File: config.mk
export PLATFORM = sky130hd
export DESIGN_NAME = qspim_top
export DESIGN_NICKNAME = d
export VERILOG_FILES = /design/src/hdl/qspim_cmd_pkg.sv /design/src/hdl/qspim_reg_pkg.sv /design/src/hdl/qspim_fifo_if.sv /design/src/hdl/qspim_fifo.sv /design/src/hdl/qspim_host_if.sv /design/src/hdl/qspim_ctrl.sv /design/src/hdl/qspim_top.sv
export VERILOG_INCLUDE_DIRS = /design/src /design/src/hdl
export SDC_FILE = /design/constraint.sdc
export NUM_CORES = 1
export LEC_CHECK = 0
export ABC_AREA = 1
export CAP_MARGIN = 20
export CORE_MARGIN = 8
export CORE_UTILIZATION = 44
export CTS_CLUSTER_SIZE = 25
export DETAILED_ROUTE_END_ITERATION = 16
export DONT_BUFFER_PORTS = 1
export PLACE_DENSITY = 0.56
export SLEW_MARGIN = 20
export SYNTH_ARGS = -nofsm -noshare
export SYNTH_HDL_FRONTEND = slang
export SYNTH_SLANG_ARGS = --single-unit
File: constraint.sdc
create_clock -name mclk -period 7.26 [get_ports mclk]
set_clock_uncertainty 0.1 [all_clocks]
set_input_delay 1.452 -clock mclk [delete_from_list [all_inputs] [get_ports mclk]]
set_output_delay 1.452 -clock mclk [all_outputs]
set_load 0.02 [all_outputs]
File: src/hdl/qspim_config.svh
// ----------------------------------------
// Build time sizes for the quad SPI master
// FIFO depths need not be powers of two
// ----------------------------------------
`ifndef QSPIM_CONFIG_SVH
`define QSPIM_CONFIG_SVH

`define QSPIM_CMD_DEPTH 4  // Queued transactions
`define QSPIM_RES_DEPTH 4  // Unread read words
`define QSPIM_DIV_W     8  // SPI clock divider field
`define QSPIM_REG_AW    3  // Host register address

`endif

File: src/hdl/qspim_cmd_pkg.sv
// ----------------------------------------
// Transaction types between pipeline stages
// Address is fixed at 24 bits
// ----------------------------------------
`default_nettype none

package qspim_cmd_pkg;

    typedef logic [31:0] word_t;  // One data word

    // Lane usage after the command byte
    typedef enum logic {
        MODE_SINGLE = 1'b0,
        MODE_QUAD   = 1'b1
    } spi_mode_e;

    // One complete SPI transaction
    typedef struct packed {
        logic        wr;     // Write when set
        spi_mode_e   mode;
        logic [7:0]  cmd;    // Always sent on lane 0
        logic [23:0] addr;
        logic [3:0]  dummy;  // Dummy SPI clocks
        word_t       wdata;  // Unused for reads
    } spi_cmd_t;

endpackage

`default_nettype wire

File: src/hdl/qspim_reg_pkg.sv
// ----------------------------------------
// Host register map and status flags
// ----------------------------------------
`default_nettype none
`include "qspim_config.svh"

package qspim_reg_pkg;

    typedef enum logic [`QSPIM_REG_AW-1:0] {
        REG_CFG    = 0,  // Divider in low bits
        REG_CMD    = 1,  // Byte [7:0] quad [8] dummy [15:12] write [16]
        REG_WDATA  = 2,
        REG_ADDR   = 3,  // Write queues a transaction
        REG_RDATA  = 4,  // Read pops a result
        REG_STATUS = 5
    } reg_addr_e;

    // Read back in the low three bits
    typedef struct packed {
        logic cmd_empty;  // Bit 2
        logic res_empty;  // Bit 1
        logic busy;       // Bit 0
    } status_t;

endpackage

`default_nettype wire

File: src/hdl/qspim_fifo_if.sv
// ----------------------------------------
// FIFO link with first word fall through
// ----------------------------------------
`default_nettype none
`timescale 1ns/1ps

interface qspim_fifo_if #(
    parameter type T = logic [31:0]
);
    logic wr;     // Push, only while not full
    T     wdata;
    logic full;
    logic rd;     // Pop, only while not empty
    T     rdata;  // Head of queue
    logic empty;

    modport producer (output wr, output wdata, input full, input empty);
    modport consumer (output rd, input rdata, input empty, input full);
    modport fifo     (input wr, input wdata, input rd,
                      output full, output rdata, output empty);
endinterface

`default_nettype wire

File: src/hdl/qspim_fifo.sv
// ----------------------------------------
// Synchronous FIFO, head visible before pop
// Push when full and pop when empty are dropped
// ----------------------------------------
`default_nettype none
`timescale 1ns/1ps

module qspim_fifo #(
    parameter type T     = logic [31:0],
    parameter int  DEPTH = 4
) (
    input wire         mclk,
    input wire         arst_n_i,
    qspim_fifo_if.fifo link
);
    localparam int          AW       = (DEPTH > 1) ? $clog2(DEPTH) : 1;
    localparam logic [AW:0] FULL_CNT = (AW + 1)'(DEPTH);
    localparam logic [AW-1:0] LAST   = AW'(DEPTH - 1);

    T              mem [DEPTH];  // Storage
    logic [AW-1:0] wr_ptr;
    logic [AW-1:0] rd_ptr;
    logic [AW:0]   count;        // Entries held
    logic          push;
    logic          pop;

    assign push        = link.wr && !link.full;
    assign pop         = link.rd && !link.empty;
    assign link.full   = (count == FULL_CNT);
    assign link.empty  = (count == '0);
    assign link.rdata  = mem[rd_ptr];  // Fall through

    always_ff @(posedge mclk) begin
        if (push) begin
            mem[wr_ptr] <= link.wdata;
        end
    end

    always_ff @(posedge mclk or negedge arst_n_i) begin
        if (!arst_n_i) begin
            wr_ptr <= '0;
            rd_ptr <= '0;
            count  <= '0;
        end else begin
            if (push) begin
                wr_ptr <= (wr_ptr == LAST) ? '0 : wr_ptr + 1'b1;  // Wrap at depth
            end
            if (pop) begin
                rd_ptr <= (rd_ptr == LAST) ? '0 : rd_ptr + 1'b1;
            end
            case ({push, pop})
                2'b10:   count <= count + 1'b1;
                2'b01:   count <= count - 1'b1;
                default: count <= count;  // Both or neither
            endcase
        end
    end

endmodule

`default_nettype wire

File: src/hdl/qspim_host_if.sv
// ----------------------------------------
// Host register decode, one access at a time
// req_i must be held until ack_o
// ----------------------------------------
`default_nettype none
`timescale 1ns/1ps
`include "qspim_config.svh"

module qspim_host_if (
    input  wire                        mclk,
    input  wire                        arst_n_i,
    input  wire                        req_i,
    input  wire                        we_i,
    input  wire qspim_reg_pkg::reg_addr_e addr_i,
    input  wire qspim_cmd_pkg::word_t  wdata_i,
    output logic                       ack_o,
    output qspim_cmd_pkg::word_t       rdata_o,
    output logic [`QSPIM_DIV_W-1:0]    clk_div_o,
    input  wire                        busy_i,
    qspim_fifo_if.producer             cmd_o,
    qspim_fifo_if.consumer             res_i
);
    // Configuration held across transactions
    logic [7:0]                cmd_byte_q;
    qspim_cmd_pkg::spi_mode_e  mode_q;
    logic [3:0]                dummy_q;
    logic                      wr_q;
    qspim_cmd_pkg::word_t      wdata_q;
    logic [23:0]               addr_q;
    logic                      cmd_wr;   // Push pulse
    logic                      res_rd;   // Pop pulse
    logic                      access;   // New access pending
    qspim_reg_pkg::status_t    stat;
    qspim_cmd_pkg::spi_cmd_t   cmd_word;
    qspim_cmd_pkg::word_t      rd_word;

    assign access   = req_i && !ack_o;  // Ack cycle is not a new request
    assign cmd_o.wr = cmd_wr;
    assign res_i.rd = res_rd;

    // Transaction built from the held registers
    always_comb begin
        cmd_word.wr    = wr_q;
        cmd_word.mode  = mode_q;
        cmd_word.cmd   = cmd_byte_q;
        cmd_word.addr  = addr_q;
        cmd_word.dummy = dummy_q;
        cmd_word.wdata = wdata_q;
    end
    assign cmd_o.wdata = cmd_word;

    // ---------------------------------------
    // Read mux
    // ---------------------------------------
    always_comb begin
        stat.cmd_empty = cmd_o.empty;
        stat.res_empty = res_i.empty;
        stat.busy      = busy_i;
        case (addr_i)
            qspim_reg_pkg::REG_CFG:    rd_word = 32'(clk_div_o);
            qspim_reg_pkg::REG_CMD:    rd_word = {15'd0, wr_q, dummy_q, 3'd0, mode_q, cmd_byte_q};
            qspim_reg_pkg::REG_RDATA:  rd_word = res_i.rdata;  // Head of results
            qspim_reg_pkg::REG_STATUS: rd_word = 32'(stat);
            default:                   rd_word = '0;
        endcase
    end

    // Payload capture, refreshed every wait cycle
    always_ff @(posedge mclk) begin
        if (access) begin
            if (we_i && addr_i == qspim_reg_pkg::REG_WDATA) begin
                wdata_q <= wdata_i;
            end
            if (we_i && addr_i == qspim_reg_pkg::REG_ADDR) begin
                addr_q <= wdata_i[23:0];
            end
            if (!we_i) begin
                rdata_o <= rd_word;
            end
        end
    end

    // ---------------------------------------
    // Decode and acknowledge
    // ---------------------------------------
    always_ff @(posedge mclk or negedge arst_n_i) begin
        if (!arst_n_i) begin
            ack_o      <= 1'b0;
            cmd_wr     <= 1'b0;
            res_rd     <= 1'b0;
            clk_div_o  <= '0;
            cmd_byte_q <= '0;
            mode_q     <= qspim_cmd_pkg::MODE_SINGLE;
            dummy_q    <= '0;
            wr_q       <= 1'b0;
        end else begin
            ack_o  <= 1'b0;  // Single cycle pulse
            cmd_wr <= 1'b0;
            res_rd <= 1'b0;
            if (access && we_i) begin
                case (addr_i)
                    qspim_reg_pkg::REG_CFG: begin
                        clk_div_o <= wdata_i[`QSPIM_DIV_W-1:0];
                        ack_o     <= 1'b1;
                    end
                    qspim_reg_pkg::REG_CMD: begin
                        cmd_byte_q <= wdata_i[7:0];
                        mode_q     <= qspim_cmd_pkg::spi_mode_e'(wdata_i[8]);
                        dummy_q    <= wdata_i[15:12];
                        wr_q       <= wdata_i[16];
                        ack_o      <= 1'b1;
                    end
                    qspim_reg_pkg::REG_ADDR: begin
                        cmd_wr <= !cmd_o.full;  // Back pressure holds ack
                        ack_o  <= !cmd_o.full;
                    end
                    default: ack_o <= 1'b1;  // WDATA and unmapped
                endcase
            end else if (access) begin
                if (addr_i == qspim_reg_pkg::REG_RDATA) begin
                    res_rd <= !res_i.empty;  // Waits for a result
                    ack_o  <= !res_i.empty;
                end else begin
                    ack_o <= 1'b1;
                end
            end
        end
    end

endmodule

`default_nettype wire

File: src/hdl/qspim_ctrl.sv
// ----------------------------------------
// SPI mode 0 sequencer, one chip select
// SPI clock half period is clk_div_i+1 mclk
// ----------------------------------------
`default_nettype none
`timescale 1ns/1ps
`include "qspim_config.svh"

module qspim_ctrl (
    input  wire                     mclk,
    input  wire                     arst_n_i,
    input  wire [`QSPIM_DIV_W-1:0]  clk_div_i,
    qspim_fifo_if.consumer          cmd_i,
    qspim_fifo_if.producer          res_o,
    output logic                    busy_o,
    output logic                    spi_clk_o,
    output logic                    spi_csn_o,
    output logic [3:0]              spi_sdo_o,
    output logic [3:0]              spi_oen_o,   // Active low
    input  wire  [3:0]              spi_sdi_i
);
    typedef enum logic [2:0] {
        PH_IDLE, PH_CMD, PH_ADDR, PH_DUMMY, PH_DATA, PH_DONE
    } phase_e;

    phase_e                   phase;
    qspim_cmd_pkg::spi_cmd_t  cur;      // Transaction on the pins
    qspim_cmd_pkg::word_t     sh;       // Shift register, MSB first
    logic [`QSPIM_DIV_W-1:0]  div_cnt;
    logic [5:0]               bit_cnt;  // Rising edges in phase
    logic [5:0]               ph_len;
    logic                     is_quad;
    logic                     lane_quad;
    logic                     rd_data;  // Read data phase
    logic                     tick;
    logic                     rise;
    logic                     fall;
    logic                     ph_end;
    logic                     start;

    assign is_quad   = (cur.mode == qspim_cmd_pkg::MODE_QUAD);
    assign lane_quad = is_quad && (phase != PH_CMD);  // Command byte always single
    assign rd_data   = (phase == PH_DATA) && !cur.wr;
    assign tick      = (phase inside {PH_CMD, PH_ADDR, PH_DUMMY, PH_DATA})
                       && (div_cnt == clk_div_i);
    assign rise      = tick && !spi_clk_o;
    assign fall      = tick && spi_clk_o;
    assign ph_end    = fall && (bit_cnt == ph_len);

    // Reads also need room for the result
    assign start     = (phase == PH_IDLE) && !cmd_i.empty
                       && (cmd_i.rdata.wr || !res_o.full);
    assign cmd_i.rd    = start;
    assign res_o.wr    = (phase == PH_DONE) && !cur.wr;
    assign res_o.wdata = sh;
    assign busy_o      = (phase != PH_IDLE);

    always_comb begin
        case (phase)
            PH_CMD:   ph_len = 6'd8;
            PH_ADDR:  ph_len = is_quad ? 6'd6 : 6'd24;
            PH_DUMMY: ph_len = {2'b00, cur.dummy};
            PH_DATA:  ph_len = is_quad ? 6'd8 : 6'd32;
            default:  ph_len = '0;
        endcase
    end

    // ---------------------------------------
    // Pin drive
    // ---------------------------------------
    always_comb begin
        if (spi_csn_o) begin
            spi_sdo_o = 4'hF;
            spi_oen_o = 4'hF;  // Bus released
        end else if (lane_quad) begin
            spi_sdo_o = sh[31:28];
            // Memory owns the lanes from dummy on
            spi_oen_o = (!cur.wr && phase inside {PH_DUMMY, PH_DATA, PH_DONE}) ? 4'hF : 4'h0;
        end else begin
            spi_sdo_o = {2'b11, 1'b0, sh[31]};  // WP and HOLD high
            spi_oen_o = 4'b0010;                // Lane 1 is MISO
        end
    end

    // ---------------------------------------
    // Phase FSM and SPI clock
    // ---------------------------------------
    always_ff @(posedge mclk or negedge arst_n_i) begin
        if (!arst_n_i) begin
            phase     <= PH_IDLE;
            spi_csn_o <= 1'b1;
            spi_clk_o <= 1'b0;
            div_cnt   <= '0;
            bit_cnt   <= '0;
        end else begin
            if (tick) begin
                div_cnt   <= '0;
                spi_clk_o <= !spi_clk_o;
            end else if (busy_o && phase != PH_DONE) begin
                div_cnt <= div_cnt + 1'b1;
            end
            if (rise) begin
                bit_cnt <= bit_cnt + 1'b1;
            end
            case (phase)
                PH_IDLE: begin
                    if (start) begin
                        phase     <= PH_CMD;
                        spi_csn_o <= 1'b0;
                        div_cnt   <= '0;
                        bit_cnt   <= '0;
                    end
                end
                PH_CMD, PH_ADDR, PH_DUMMY, PH_DATA: begin
                    if (ph_end) begin
                        bit_cnt <= '0;
                        case (phase)
                            PH_CMD:   phase <= PH_ADDR;
                            PH_ADDR:  phase <= (cur.dummy == '0) ? PH_DATA : PH_DUMMY;
                            PH_DUMMY: phase <= PH_DATA;
                            default:  phase <= PH_DONE;  // Clock already low
                        endcase
                    end
                end
                default: begin
                    phase     <= PH_IDLE;
                    spi_csn_o <= 1'b1;
                end
            endcase
        end
    end

    // Shift out on fall, sample on rise
    always_ff @(posedge mclk) begin
        if (start) begin
            cur <= cmd_i.rdata;
            sh  <= {cmd_i.rdata.cmd, 24'h0};
        end else if (ph_end) begin
            if (phase == PH_CMD) begin
                sh <= {cur.addr, 8'h0};
            end else if (phase inside {PH_ADDR, PH_DUMMY}) begin
                sh <= cur.wdata;  // Overwritten by a read
            end
        end else if (fall && !rd_data) begin
            sh <= lane_quad ? {sh[27:0], 4'h0} : {sh[30:0], 1'b0};
        end else if (rise && rd_data) begin
            sh <= lane_quad ? {sh[27:0], spi_sdi_i} : {sh[30:0], spi_sdi_i[1]};
        end
    end

endmodule

`default_nettype wire

File: src/hdl/qspim_top.sv
// ----------------------------------------
// Quad SPI master, single host port
// Reset is used without synchronizer
// ----------------------------------------
`default_nettype none
`timescale 1ns/1ps
`include "qspim_config.svh"

module qspim_top (
    input  wire                      mclk,
    input  wire                      arst_n_i,
    input  wire                      req_i,
    input  wire                      we_i,
    input  wire [`QSPIM_REG_AW-1:0]  addr_i,
    input  wire [31:0]               wdata_i,
    output logic                     ack_o,
    output logic [31:0]              rdata_o,
    output logic                     spi_clk_o,
    output logic                     spi_csn_o,
    output logic [3:0]               spi_sdo_o,
    output logic [3:0]               spi_oen_o,
    input  wire [3:0]                spi_sdi_i
);
    logic [`QSPIM_DIV_W-1:0] clk_div;  // REG_CFG to sequencer
    logic                    busy;

    qspim_fifo_if #(.T(qspim_cmd_pkg::spi_cmd_t)) cmd_link ();
    qspim_fifo_if #(.T(qspim_cmd_pkg::word_t))    res_link ();

    qspim_host_if u_host_if (
        .mclk      (mclk),
        .arst_n_i  (arst_n_i),
        .req_i     (req_i),
        .we_i      (we_i),
        .addr_i    (qspim_reg_pkg::reg_addr_e'(addr_i)),
        .wdata_i   (wdata_i),
        .ack_o     (ack_o),
        .rdata_o   (rdata_o),
        .clk_div_o (clk_div),
        .busy_i    (busy),
        .cmd_o     (cmd_link.producer),
        .res_i     (res_link.consumer)
    );

    // Host to sequencer
    qspim_fifo #(.T(qspim_cmd_pkg::spi_cmd_t), .DEPTH(`QSPIM_CMD_DEPTH)) u_cmd_fifo (
        .mclk     (mclk),
        .arst_n_i (arst_n_i),
        .link     (cmd_link.fifo)
    );

    // Read words back to host
    qspim_fifo #(.T(qspim_cmd_pkg::word_t), .DEPTH(`QSPIM_RES_DEPTH)) u_res_fifo (
        .mclk     (mclk),
        .arst_n_i (arst_n_i),
        .link     (res_link.fifo)
    );

    qspim_ctrl u_ctrl (
        .mclk      (mclk),
        .arst_n_i  (arst_n_i),
        .clk_div_i (clk_div),
        .cmd_i     (cmd_link.consumer),
        .res_o     (res_link.producer),
        .busy_o    (busy),
        .spi_clk_o (spi_clk_o),
        .spi_csn_o (spi_csn_o),
        .spi_sdo_o (spi_sdo_o),
        .spi_oen_o (spi_oen_o),
        .spi_sdi_i (spi_sdi_i)
    );

endmodule

`default_nettype wire

==> results of run 1 <==
## cells by family after synthesis
group                    share of synthesized area, %
AND/OR/NAND/NOR                                  12.0
flip-flops                                       74.3
AO/OA/AOI/OAI                                    8.58
buffers and inverters                            3.44
XOR/XNOR                                        0.585
adder cells (fa/ha/maj)                         0.845
multiplexers                                    0.265
## layer usage
layer / part of all wire (%) / wire length (um) / global-route usage [%] / vias up
met2: 46 / 28300 / 28.4 / 418
li1: - / - / - / 7285
met5: 0 / 0 / 0 / -
met1: 45 / 27100 / 25.0 / 7649
met4: 3.7 / 2250 / 6.91 / 0
met3: 5.4 / 3290 / 3.59 / 117
## final cells by class
type / count / area (sq um) / share of cell area (%)
sequential: 648 / 18900 / 66.5
clock buffer: 95 / 1900 / 6.66
timing repair buffer: 29 / 218 / 0.764
clock inverter: 32 / 319 / 1.12
tap: 765 / 957 / 3.36
inverter: 111 / 418 / 1.47
multi-input combinational: 1212 / 5750 / 20.2
## cell usage after synthesis, types with 2 or more instances
cell	n	area, sq um
a22o_1	6	52.6
inv_2	3	11.3
buf_6	2	22.5
edfxtp_1	566	17000
buf_4	4	30.0
buf_2	14	70.1
nand2_1	359	1350
xnor2_1	7	61.3
nand3b_1	8	60.1
nor2_1	325	1220
o22ai_1	83	519
xor2_1	10	87.6
nor3_1	11	55.1
nand3_1	42	210
clkbuf_1	84	315
nor2_2	2	12.5
dfrtp_1	57	1430
a21oi_1	35	175
fa_1	2	40.0
inv_1	108	405
buf_1	6	22.5
nand4_1	12	75.1
o21ai_0	275	1380
dfxtp_1	24	480
o211ai_1	5	37.5
ha_1	14	175
mux2_2	6	67.6
## registers in the layout, indices dropped and copies added (netlist names), 2 cells and up
| signal | count |
|---|---|
| u_res_fifo.count | 3 |
| u_ctrl.div_cnt | 8 |
| u_cmd_fifo.rd_ptr | 2 |
| u_host_if.addr_q | 24 |
| u_cmd_fifo.wr_ptr | 2 |
| u_cmd_fifo.mem | 280 |
| u_ctrl.phase | 3 |
| u_res_fifo.mem | 128 |
| u_res_fifo.rd_ptr | 2 |
| u_cmd_fifo.count | 3 |
| u_ctrl.res_o.wdata | 32 |
| u_ctrl.cur | 61 |
| u_host_if.clk_div_o | 8 |
| u_host_if.wdata_q | 32 |
| u_host_if.dummy_q | 4 |
| u_ctrl.bit_cnt | 6 |
| u_res_fifo.wr_ptr | 2 |
| u_host_if.cmd_byte_q | 8 |
| u_host_if.rdata_o | 32 |
## where the power goes
| group | internal (mW) | leakage (nW) | switching [mW] | total (mW) |
|---|---|---|---|---|
| Sequential | 4.75 | 6.12 | 0.503 | 5.25 |
| Clock | 1.99 | 1.07 | 1.44 | 3.44 |
| Combinational | 0.724 | 3.07 | 1.93 | 2.65 |
| Total | 7.46 | 10.3 | 3.87 | 11.3 |
## worst max path at each step
| stage | start | to | slack (ps) | cells after the start |
|---|---|---|---|---|
| floorplan | u_cmd_fifo.count[2] | u_cmd_fifo.mem[0][0] | 3070 | 5 |
| global placement | u_ctrl.phase[2] | spi_oen_o[2] | 3000 | 7 |
| detailed placement | u_ctrl.phase[2] | spi_oen_o[2] | 2970 | 7 |
| CTS | u_ctrl.phase[0] | spi_oen_o[2] | 2300 | 8 |
| global route | u_ctrl.phase[2] | spi_oen_o[2] | 2430 | 7 |
| finish | u_ctrl.phase[0] | spi_oen_o[2] | 2630 | 8 |
## metrics by stage
step	hold slack, ps	power [mW]
3_3_place_gp	365	7.91
5_1_grt	407	11.9
3_5_place_dp	377	7.99
2_1_floorplan	359	7.01
4_1_cts	386	11.4
6_report	381	11.3
## worst max-delay path: cells and delay by family, from the launching register on
kind            cells  cell delay [ps]
simple gates        2              150
compound gates      1              630
buf+inv             5             1140
flops               1              480
==> key figures, run 1 <==
Clock network
  • Worst skew pair latency: 610 ps
  • Count of clock tree sinks: 648
  • Post-CTS setup buffer count: 0
  • Deepest clock path buffer count: 3
  • PostCTS Resize Cnt: 0
  • H-tree depth: 3
  • Clock transition at path regs: 60 ps
  • CTS tree: yes
  • Post-CTS Hold Buffers: 0
  • CTS root buffer: clkbuf_16
  • Number of buffers created by CTS: 71

Worst hold path
  • Hold EP: u_cmd_fifo.mem[1][17]
  • Hold_sp: u_host_if.wdata_q[17]
  • Worst Hold Depth: 0
  • Hold WC Path Type: reg -> reg

Timing
  • RSZ-0062 raised after global routing: no
  • Least-Margin Pin Slew: 1050 ps
  • Period utilisation layout: 63.7%
  • Max-slew headroom: 29.9%
  • Final setup vio count: 0
  • Final Hold Viols: 0
  • Sum Neg Setup Slack: 0 ps
  • Fin worst setup slack: 2630 ps
  • Fin crit period: 4630 ps
  • Fmax: 216 MHz
  • Max Slew Vio Count: 0

Critical path
  • Crit-path cells: inv_2 -> nor3_4 -> buf_4 -> inv_2 -> buf_4 -> nand2_2 -> buf_4 -> o21ai_2
  • Flop2flop setup slack: 3200 ps
  • FF-to-FF Start: u_ctrl.phase[0]
  • Worst path slowest cell: o21ai_2
  • Max Fanout on Critical Path: 56
  • CP dominant cell by count: buf_4
  • Critical Path AT: 3070 ps
  • Worst reg2reg path depth: 14
  • Critical path launch point type: register
  • Reg-to-Reg End: u_ctrl.res_o.wdata[29]
  • CP max stage delay: 630 ps
  • Kind of critical path: reg -> out
  • Crit. End Element: output port
  • CP required: 5710 ps

Floorplanning
  • Initial core utilization: 44.3%
  • DIE AREA: 65800 sq um
  • Core area: 57500 sq um
  • Number of I/O pins: 86
  • Row count: 88
  • Die Span Y: 257 um
  • Die width: 257 um

Placement
  • Cell Area, Placed: 26300 sq um
  • Hpwl dp: 36.9 mm
  • Port Buffers: 0
  • RePlAce Congestion: 0.884
  • DP Worst Slack: 2970 ps
  • Post-Place Cells: 2765

Yosys
  • Synth Flop Type: edfxtp_1
  • Syn Std Cell Area: 25500 sq um
  • Sequential element share of the synthesized area: 74.3%
  • Fraction of registers with async set/reset: 8.95%
  • Yosys Warn Count: 0
  • Number of library cell types mapped by synthesis: 38
  • Synth Net Count: 2140
  • Syn Inst Count: 2081
  • FF+latch count, synth: 648
  • Syn_area_per_cell: 12.2 sq um
  • Number of synthesized flops with an enable pin: 566

GRT
  • Vias in the first global route: 15100
  • Total grt overflow: 0
  • First-pass GRT wire length: 92.7 mm
  • Initial antenna violation count: 0
  • Largest net degree at the start of global routing: 77
  • Total track usage: 18.2%

Layout
  • Commonest non-fill, non-tap cell in the layout: edfxtp_1
  • Final std cells w/o fill: 2892
  • Syn-to-layout area delta: 11.9%
  • Commonest non-fill, non-tap cells in the layout: 566 x edfxtp_1, 358 x nand2_1, 312 x nor2_1
  • Share of cells above drive strength 1: 7.48%
  • Layout Nets: 2132
  • Fill count: 5083
  • Antenna Cells: 0
  • Post-route cell area: 28500 sq um
  • Final core utilization: 49.6%

Pwr
  • Maximum VDD drop: 0.268 mV
  • Power density cells: 398 nW/um^2
  • Leakage power total: 10.3 nW

Routing
  • Routed vias/inst: 5.35
  • Routed length per instance: 21.1 um
  • Vias: 15500
  • DRT iter0 DRCs: 1250
  • Number of iterations in the first detailed-routing pass: 5
  • Final WL: 61.0 mm
  • # DRC: 0
  • Antenna-violating nets left: 0

Status
  • Outcome: finished, final reports clean

Flow run
  • Max_cap viols: 0
Note: power is estimated with default switching activity, not from simulation.
==> run 2, diff against run 1 <==
==> constraint.sdc (replaced) <==
create_clock -name mclk -period 4.7 [get_ports mclk]
set_clock_uncertainty 0.1 [all_clocks]
set_input_delay 0.94 -clock mclk [delete_from_list [all_inputs] [get_ports mclk]]
set_output_delay 0.94 -clock mclk [all_outputs]
set_load 0.02 [all_outputs]
==> run 2 against run 1 <==
Sequential share of layout area fell by 0.29 points. Combinational power is 60% higher. Core utilization increased by 0.22 points. Global-route usage up 0.55 points. Worst setup slack worse by 1700 ps. Power up 55%. Critical path depth decreased by 2. Register-to-register slack worse by 1500 ps. Routed wire length increased by 2.9%. Worst hold slack worse by 290 ps.
==> key figures, run 2 (same netlist as run 1, synthesis figures left out) <==
Status
  • Outcome: finished, final reports clean

Critical path
  • Crit. End Element: output port
  • Crit-path cells: inv_2 -> nand2_1 -> nor2_1 -> o21ai_0 -> o21ai_1 -> buf_4
  • Kind of critical path: reg -> out
  • Worst path slowest cell: o21ai_0
  • Max Fanout on Critical Path: 9
  • CP max stage delay: 780 ps
  • Worst setup path start: u_ctrl.phase[2]
  • Flop2flop setup slack: 1690 ps
  • CP required: 3660 ps
  • Critical Path AT: 2680 ps
  • Critical path launch point type: register
  • FF-to-FF Start: u_cmd_fifo.rd_ptr[0]

Clock network
  • PostCTS Resize Cnt: 0
  • Post-CTS Hold Buffers: 1
  • Post-CTS setup buffer count: 0
  • Count of clock tree sinks: 648
  • CTS root buffer: clkbuf_16
  • H-tree depth: 3
  • Clock transition at path regs: 60 ps
  • Deepest clock path buffer count: 3
  • Number of buffers created by CTS: 70
  • Worst skew pair latency: 610 ps
  • CTS tree: yes

Layout
  • Commonest non-fill, non-tap cell in the layout: edfxtp_1
  • Syn-to-layout area delta: 12.4%
  • Regs by FF count: u_cmd_fifo.mem x280, u_res_fifo.mem x128, u_ctrl.cur x61
  • Largest register FFs: 280
  • Share of cells above drive strength 1: 8.08%
  • Final core utilization: 49.8%
  • Antenna Cells: 0
  • Fill count: 5014
  • Largest register by flop count: u_cmd_fifo.mem
  • Layout Nets: 2144
  • Commonest non-fill, non-tap cells in the layout: 566 x edfxtp_1, 358 x nand2_1, 312 x nor2_1

Timing
  • Least-Margin Pin Slew: 1080 ps
  • Max Slew Vio Count: 0
  • Final setup vio count: 0
  • Fin crit period: 3720 ps
  • RSZ-0062 raised after global routing: no
  • Fmax: 269 MHz
  • Sum Neg Setup Slack: 0 ps
  • Max-slew headroom: 27.9%
  • Period utilisation layout: 79.2%
  • Final Hold Viols: 0

Pwr
  • Power density cells: 615 nW/um^2
  • Maximum VDD drop: 0.602 mV
  • Leakage power total: 10.3 nW

Routing
  • # DRC: 0
  • Vias: 15600
  • Number of iterations in the first detailed-routing pass: 6
  • Routed length per instance: 21.6 um
  • Antenna-violating nets left: 0
  • Routed vias/inst: 5.37
  • DRT iter0 DRCs: 1292
  • Final WL: 62.8 mm

GRT
  • Initial antenna violation count: 1
  • Vias in the first global route: 15200
  • Total grt overflow: 0
  • Largest net degree at the start of global routing: 80
  • First-pass GRT wire length: 95.0 mm
  • Total track usage: 18.7%

Worst hold path
  • Hold WC Path Type: in -> async

Placement
  • Port Buffers: 0
  • RePlAce Congestion: 0.896
  • Hpwl dp: 38.7 mm

Flow run
  • Max_cap viols: 0

Floorplanning
  • DIE AREA: 65800 sq um
  • Initial core utilization: 44.3%
  • Row count: 88
  • Core area: 57500 sq um
  • Die width: 257 um
  • Number of I/O pins: 86
  • Die Span Y: 257 um
[run 2: changes by cell type in the layout (fill, tap and decap cells not counted), sizes merged]
cell,previous run,this run
buf,29,42
clkbuf,95,99
clkinv,26,23
clkinvlp,1,2
[run 2: stage by stage]
stage | hold WS (ps) | worst slack, ps | instances | area (sq um) | power (mW)
final | 92.8 | 978 | 2907 | 28600 | 17.6
after global routing | 53.5 | 935 | 2907 | 28600 | 18.5
after CTS | 47.2 | 982 | 2907 | 28600 | 17.7
after detailed placement | 377 | 1640 | 2777 | 26400 | 12.4
after global placement | 368 | 1670 | 2777 | 26400 | 12.3
after floorplan | 359 | 506 | 2081 | 25500 | 10.8
[run 2: area by class of cell]
| type | instances | area [sq um] | share of cell area [%] |
|---|---|---|---|
| clock buffers | 99 | 1940 | 6.79 |
| clock inverters | 30 | 265 | 0.927 |
| inverters | 111 | 418 | 1.46 |
| multi-input cells | 1212 | 5740 | 20.1 |
| flip-flops and latches | 648 | 18900 | 66.2 |
| well taps | 765 | 957 | 3.34 |
| repair buffers | 42 | 360 | 1.26 |
[run 2: power breakdown]
group	internal [mW]	switching (mW)
logic	1.16	3.08
clock network	3.11	2.18
registers	7.32	0.748
total	11.6	6.01
[run 2: worst paths after layout]
kind,to,cells after the start
hold / removal,u_ctrl.spi_csn_o,0
hold reg to reg,u_cmd_fifo.mem[0][5],0
setup / recovery,spi_oen_o[2],6
setup reg to reg,u_ctrl.cur[18],8
max in group asynchronous,u_cmd_fifo.rd_ptr[1],1
min in group mclk,u_host_if.res_i.rd,1
[run 2: routing by layer]
| metal | routed length [um] | global-route usage, % | up-vias |
|---|---|---|---|
| li1 | - | - | 7314 |
| met1 | 28100 | 25.5 | 7768 |
| met2 | 29700 | 30.4 | 426 |
| met3 | 3380 | 3.58 | 94 |
| met4 | 1610 | 5.61 | 0 |
| met5 | 0 | 0 | - |
[run 2: worst max-delay path: cells and delay by family, from the launching register on]
kind            cells  cell delay [ps]
compound gates      2              900
flops               1              600
buf+inv             2              380
simple gates        2              190
==> run 3, diff against run 2 <==
--- a/config.mk
+++ b/config.mk
@@ -6,7 +6,7 @@
 export SDC_FILE = /design/constraint.sdc
 export NUM_CORES = 1
 export LEC_CHECK = 0
-export ABC_AREA = 1
+export ABC_AREA = 0
 export CAP_MARGIN = 20
 export CORE_MARGIN = 8
 export CORE_UTILIZATION = 44
==> constraint.sdc (replaced) <==
create_clock -name mclk -period 3.73 [get_ports mclk]
set_clock_uncertainty 0.1 [all_clocks]
set_input_delay 0.746 -clock mclk [delete_from_list [all_inputs] [get_ports mclk]]
set_output_delay 0.746 -clock mclk [all_outputs]
set_load 0.02 [all_outputs]
==> run 3 against run 2 <==
Global-route usage shrank 2.1 points. Highest routed layer unchanged. Combinational power shrank 26%. Critical path depth shrank 2. Cell area shrank 0.10%. Sequential share of layout area grew 0.069 points. Core utilization grew 0.81 points. Routed wire length shrank 13%. Register-to-register slack lost 1000 ps.
==> key figures, run 3 <==
Status
  • Outcome: finished, final reports clean

Yosys
  • Yosys top cell area share: 67.4%
  • Count leader, synth: edfxtp_1
  • Synth Net Count: 1369
  • Synth Flop Type: edfxtp_1
  • Syn Std Cell Area: 25200 sq um
  • Number of library cell types mapped by synthesis: 67
  • Synth top area cells: edfxtp_1 67%, mux4_2 9.2%, dfrtp_1 5.7%, mux2i_1 3.2%, dfxtp_1 1.9%
  • Commonest cells post-synth: 566 x edfxtp_1, 103 x mux4_2, 80 x mux2i_1
  • Sequential element share of the synthesized area: 75.0%
  • FF+latch count, synth: 648
  • Number of synthesized flops with an enable pin: 566
  • Post-synth top area cell: edfxtp_1
  • Syn_area_per_cell: 19.3 sq um
  • Yosys Warn Count: 0
  • Syn Inst Count: 1310
  • Fraction of registers with async set/reset: 8.95%

Pwr
  • Final total power: 19.4 mW
  • Leakage power total: 9.63 nW
  • Maximum VDD drop: 0.525 mV
  • Power density cells: 677 nW/um^2

Layout
  • Syn-to-layout area delta: 13.3%
  • Share of cells above drive strength 1: 22.2%
  • Fill count: 4552
  • Regs by FF count: u_cmd_fifo.mem x280, u_res_fifo.mem x128, u_ctrl.cur x61
  • Final core utilization: 50.6%
  • Largest register FFs: 280
  • Commonest non-fill, non-tap cell in the layout: edfxtp_1
  • Largest register by flop count: u_cmd_fifo.mem
  • Commonest non-fill, non-tap cells in the layout: 566 x edfxtp_1, 103 x mux4_2, 80 x mux2i_1
  • Layout Nets: 1404

Clock network
  • Post-CTS setup buffer count: 0
  • CTS root buffer: clkbuf_16
  • H-tree depth: 3
  • Deepest clock path buffer count: 3
  • Count of clock tree sinks: 648
  • Clock transition at path regs: 60 ps
  • CTS tree: yes
  • Number of buffers created by CTS: 70
  • Worst skew pair latency: 610 ps
  • PostCTS Resize Cnt: 0

Critical path
  • Worst reg2reg path depth: 7
  • Reg-to-Reg End: u_ctrl.bit_cnt[1]
  • Crit. End Element: output port
  • FF-to-FF Start: u_ctrl.phase[2]
  • Critical Path AT: 2550 ps
  • CP required: 2880 ps
  • Flop2flop setup slack: 650 ps
  • Critical path launch point type: register
  • Max Fanout on Critical Path: 15
  • Kind of critical path: reg -> out

Timing
  • Max-slew headroom: 31.5%
  • Final Hold Viols: 0
  • Max Slew Vio Count: 0
  • Period utilisation layout: 91.1%
  • Least-Margin Pin Slew: 1030 ps
  • Sum Neg Setup Slack: 0 ps
  • Fin worst setup slack: 334 ps
  • Fmax: 294 MHz
  • RSZ-0062 raised after global routing: no
  • Fin crit period: 3400 ps
  • Final setup vio count: 0

Floorplanning
  • Die width: 255 um
  • Die Span Y: 255 um
  • Number of I/O pins: 86
  • Core area: 56500 sq um
  • Initial core utilization: 44.7%
  • DIE AREA: 65300 sq um
  • Row count: 87

Routing
  • Routed vias/inst: 5.47
  • Number of iterations in the first detailed-routing pass: 5
  • DRT iter0 DRCs: 967
  • Met1 wire length: 24.2 mm
  • Highest Signal Layer: met4
  • Routed length per instance: 25.3 um
  • Met3 WL post-DR: 2.41 mm
  • Antenna-violating nets left: 0
  • Met2 WL: 26.6 mm
  • # DRC: 0
  • Vias: 11800
  • Final WL: 54.6 mm

Placement
  • RePlAce Congestion: 0.796
  • Port Buffers: 0
  • DP Worst Slack: 696 ps
  • Hpwl dp: 34.2 mm

Worst hold path
  • Hold WC Path Type: in -> reg
  • Hold EP: u_host_if.res_i.rd
  • Worst Hold Depth: 1
  • Hold_sp: we_i

GRT
  • Vias in the first global route: 12300
  • First-pass GRT wire length: 81.3 mm
  • Largest net degree at the start of global routing: 59
  • Total track usage: 16.6%
  • Total grt overflow: 0
  • Initial antenna violation count: 1

Flow run
  • Max_cap viols: 0
[run 3: cell count changes in the layout (fill, tap and decap cells not counted), moves of 39 or more]
cell / previous run / this run
nand2_1: 358 / 53
o21ai_0: 274 / 10
mux4_2: 0 / 103
nand3_1: 42 / 3
o22ai_1: 83 / 2
mux2i_1: 0 / 80
inv_1: 105 / 25
nor2_1: 312 / 36
[run 3: report_power, final]
part           internal, mW  total (mW)  switching (mW)
Combinational          1.35        3.13            1.78
Sequential             8.60        9.16           0.568
Clock                  4.25        7.07            2.82
Total                  14.2        19.4            5.17
[run 3: layout make-up]
cell class,count,area [sq um],area share [%]
Timing Repair Buffer,33,333,1.16
Clock buffer,81,1800,6.31
Clock inverter,44,549,1.92
Multi-Input combinational cell,566,5920,20.7
Tap cell,756,946,3.31
Sequential cell,648,18900,66.2
Antenna cell,2,5.00,0.0175
Inverter,26,98.8,0.346
[run 3: cells by family after synthesis]
logic type      share of synthesized area, %
compound gates                          3.10
buf+inv                                 1.71
flops                                   75.0
fa+ha+maj                              0.853
xor+xnor                                1.15
mux                                     14.2
simple gates                            4.02
[run 3: worst max-delay path by stage]
stage	slack, ps	to	cells after the start	start
after floorplan	90	u_ctrl.cur[0]	6	u_cmd_fifo.rd_ptr[0]
after global placement	760	u_ctrl.bit_cnt[3]	7	u_ctrl.phase[2]
after detailed placement	700	u_ctrl.bit_cnt[1]	7	u_ctrl.phase[2]
after CTS	270	spi_sdo_o[0]	4	u_ctrl.phase[0]
after global routing	190	spi_sdo_o[0]	4	u_ctrl.phase[0]
final	330	spi_sdo_o[0]	4	u_ctrl.phase[0]
[run 3: stage by stage]
stage                     hold slack, ps  cells  cell area, sq um
after floorplan                      350   1310             25200
after global placement               354   2027             26200
after detailed placement             354   2027             26200
after CTS                           66.3   2154             28600
after global routing                82.3   2154             28600
final                                107   2156             28600
[run 3: metal layers]
metal  GRT usage, %  vias up
met1           22.1     6157
met3           3.67       93
met4           5.15        0
met5              0        -
met2           27.1      252
li1               -     5285
[run 3: repair_timing]
action,CTS,global route
hold endpoints to repair,58,0
setup endpoints to repair,0,0
hold buffers,2,0
[run 3: critical path, cell delays in order, from the launching register on]
cell and delay [ps]:
dfrtp_1 690, or3b_1 580, and2_1 350, nand2_1 110, nand3b_1 210
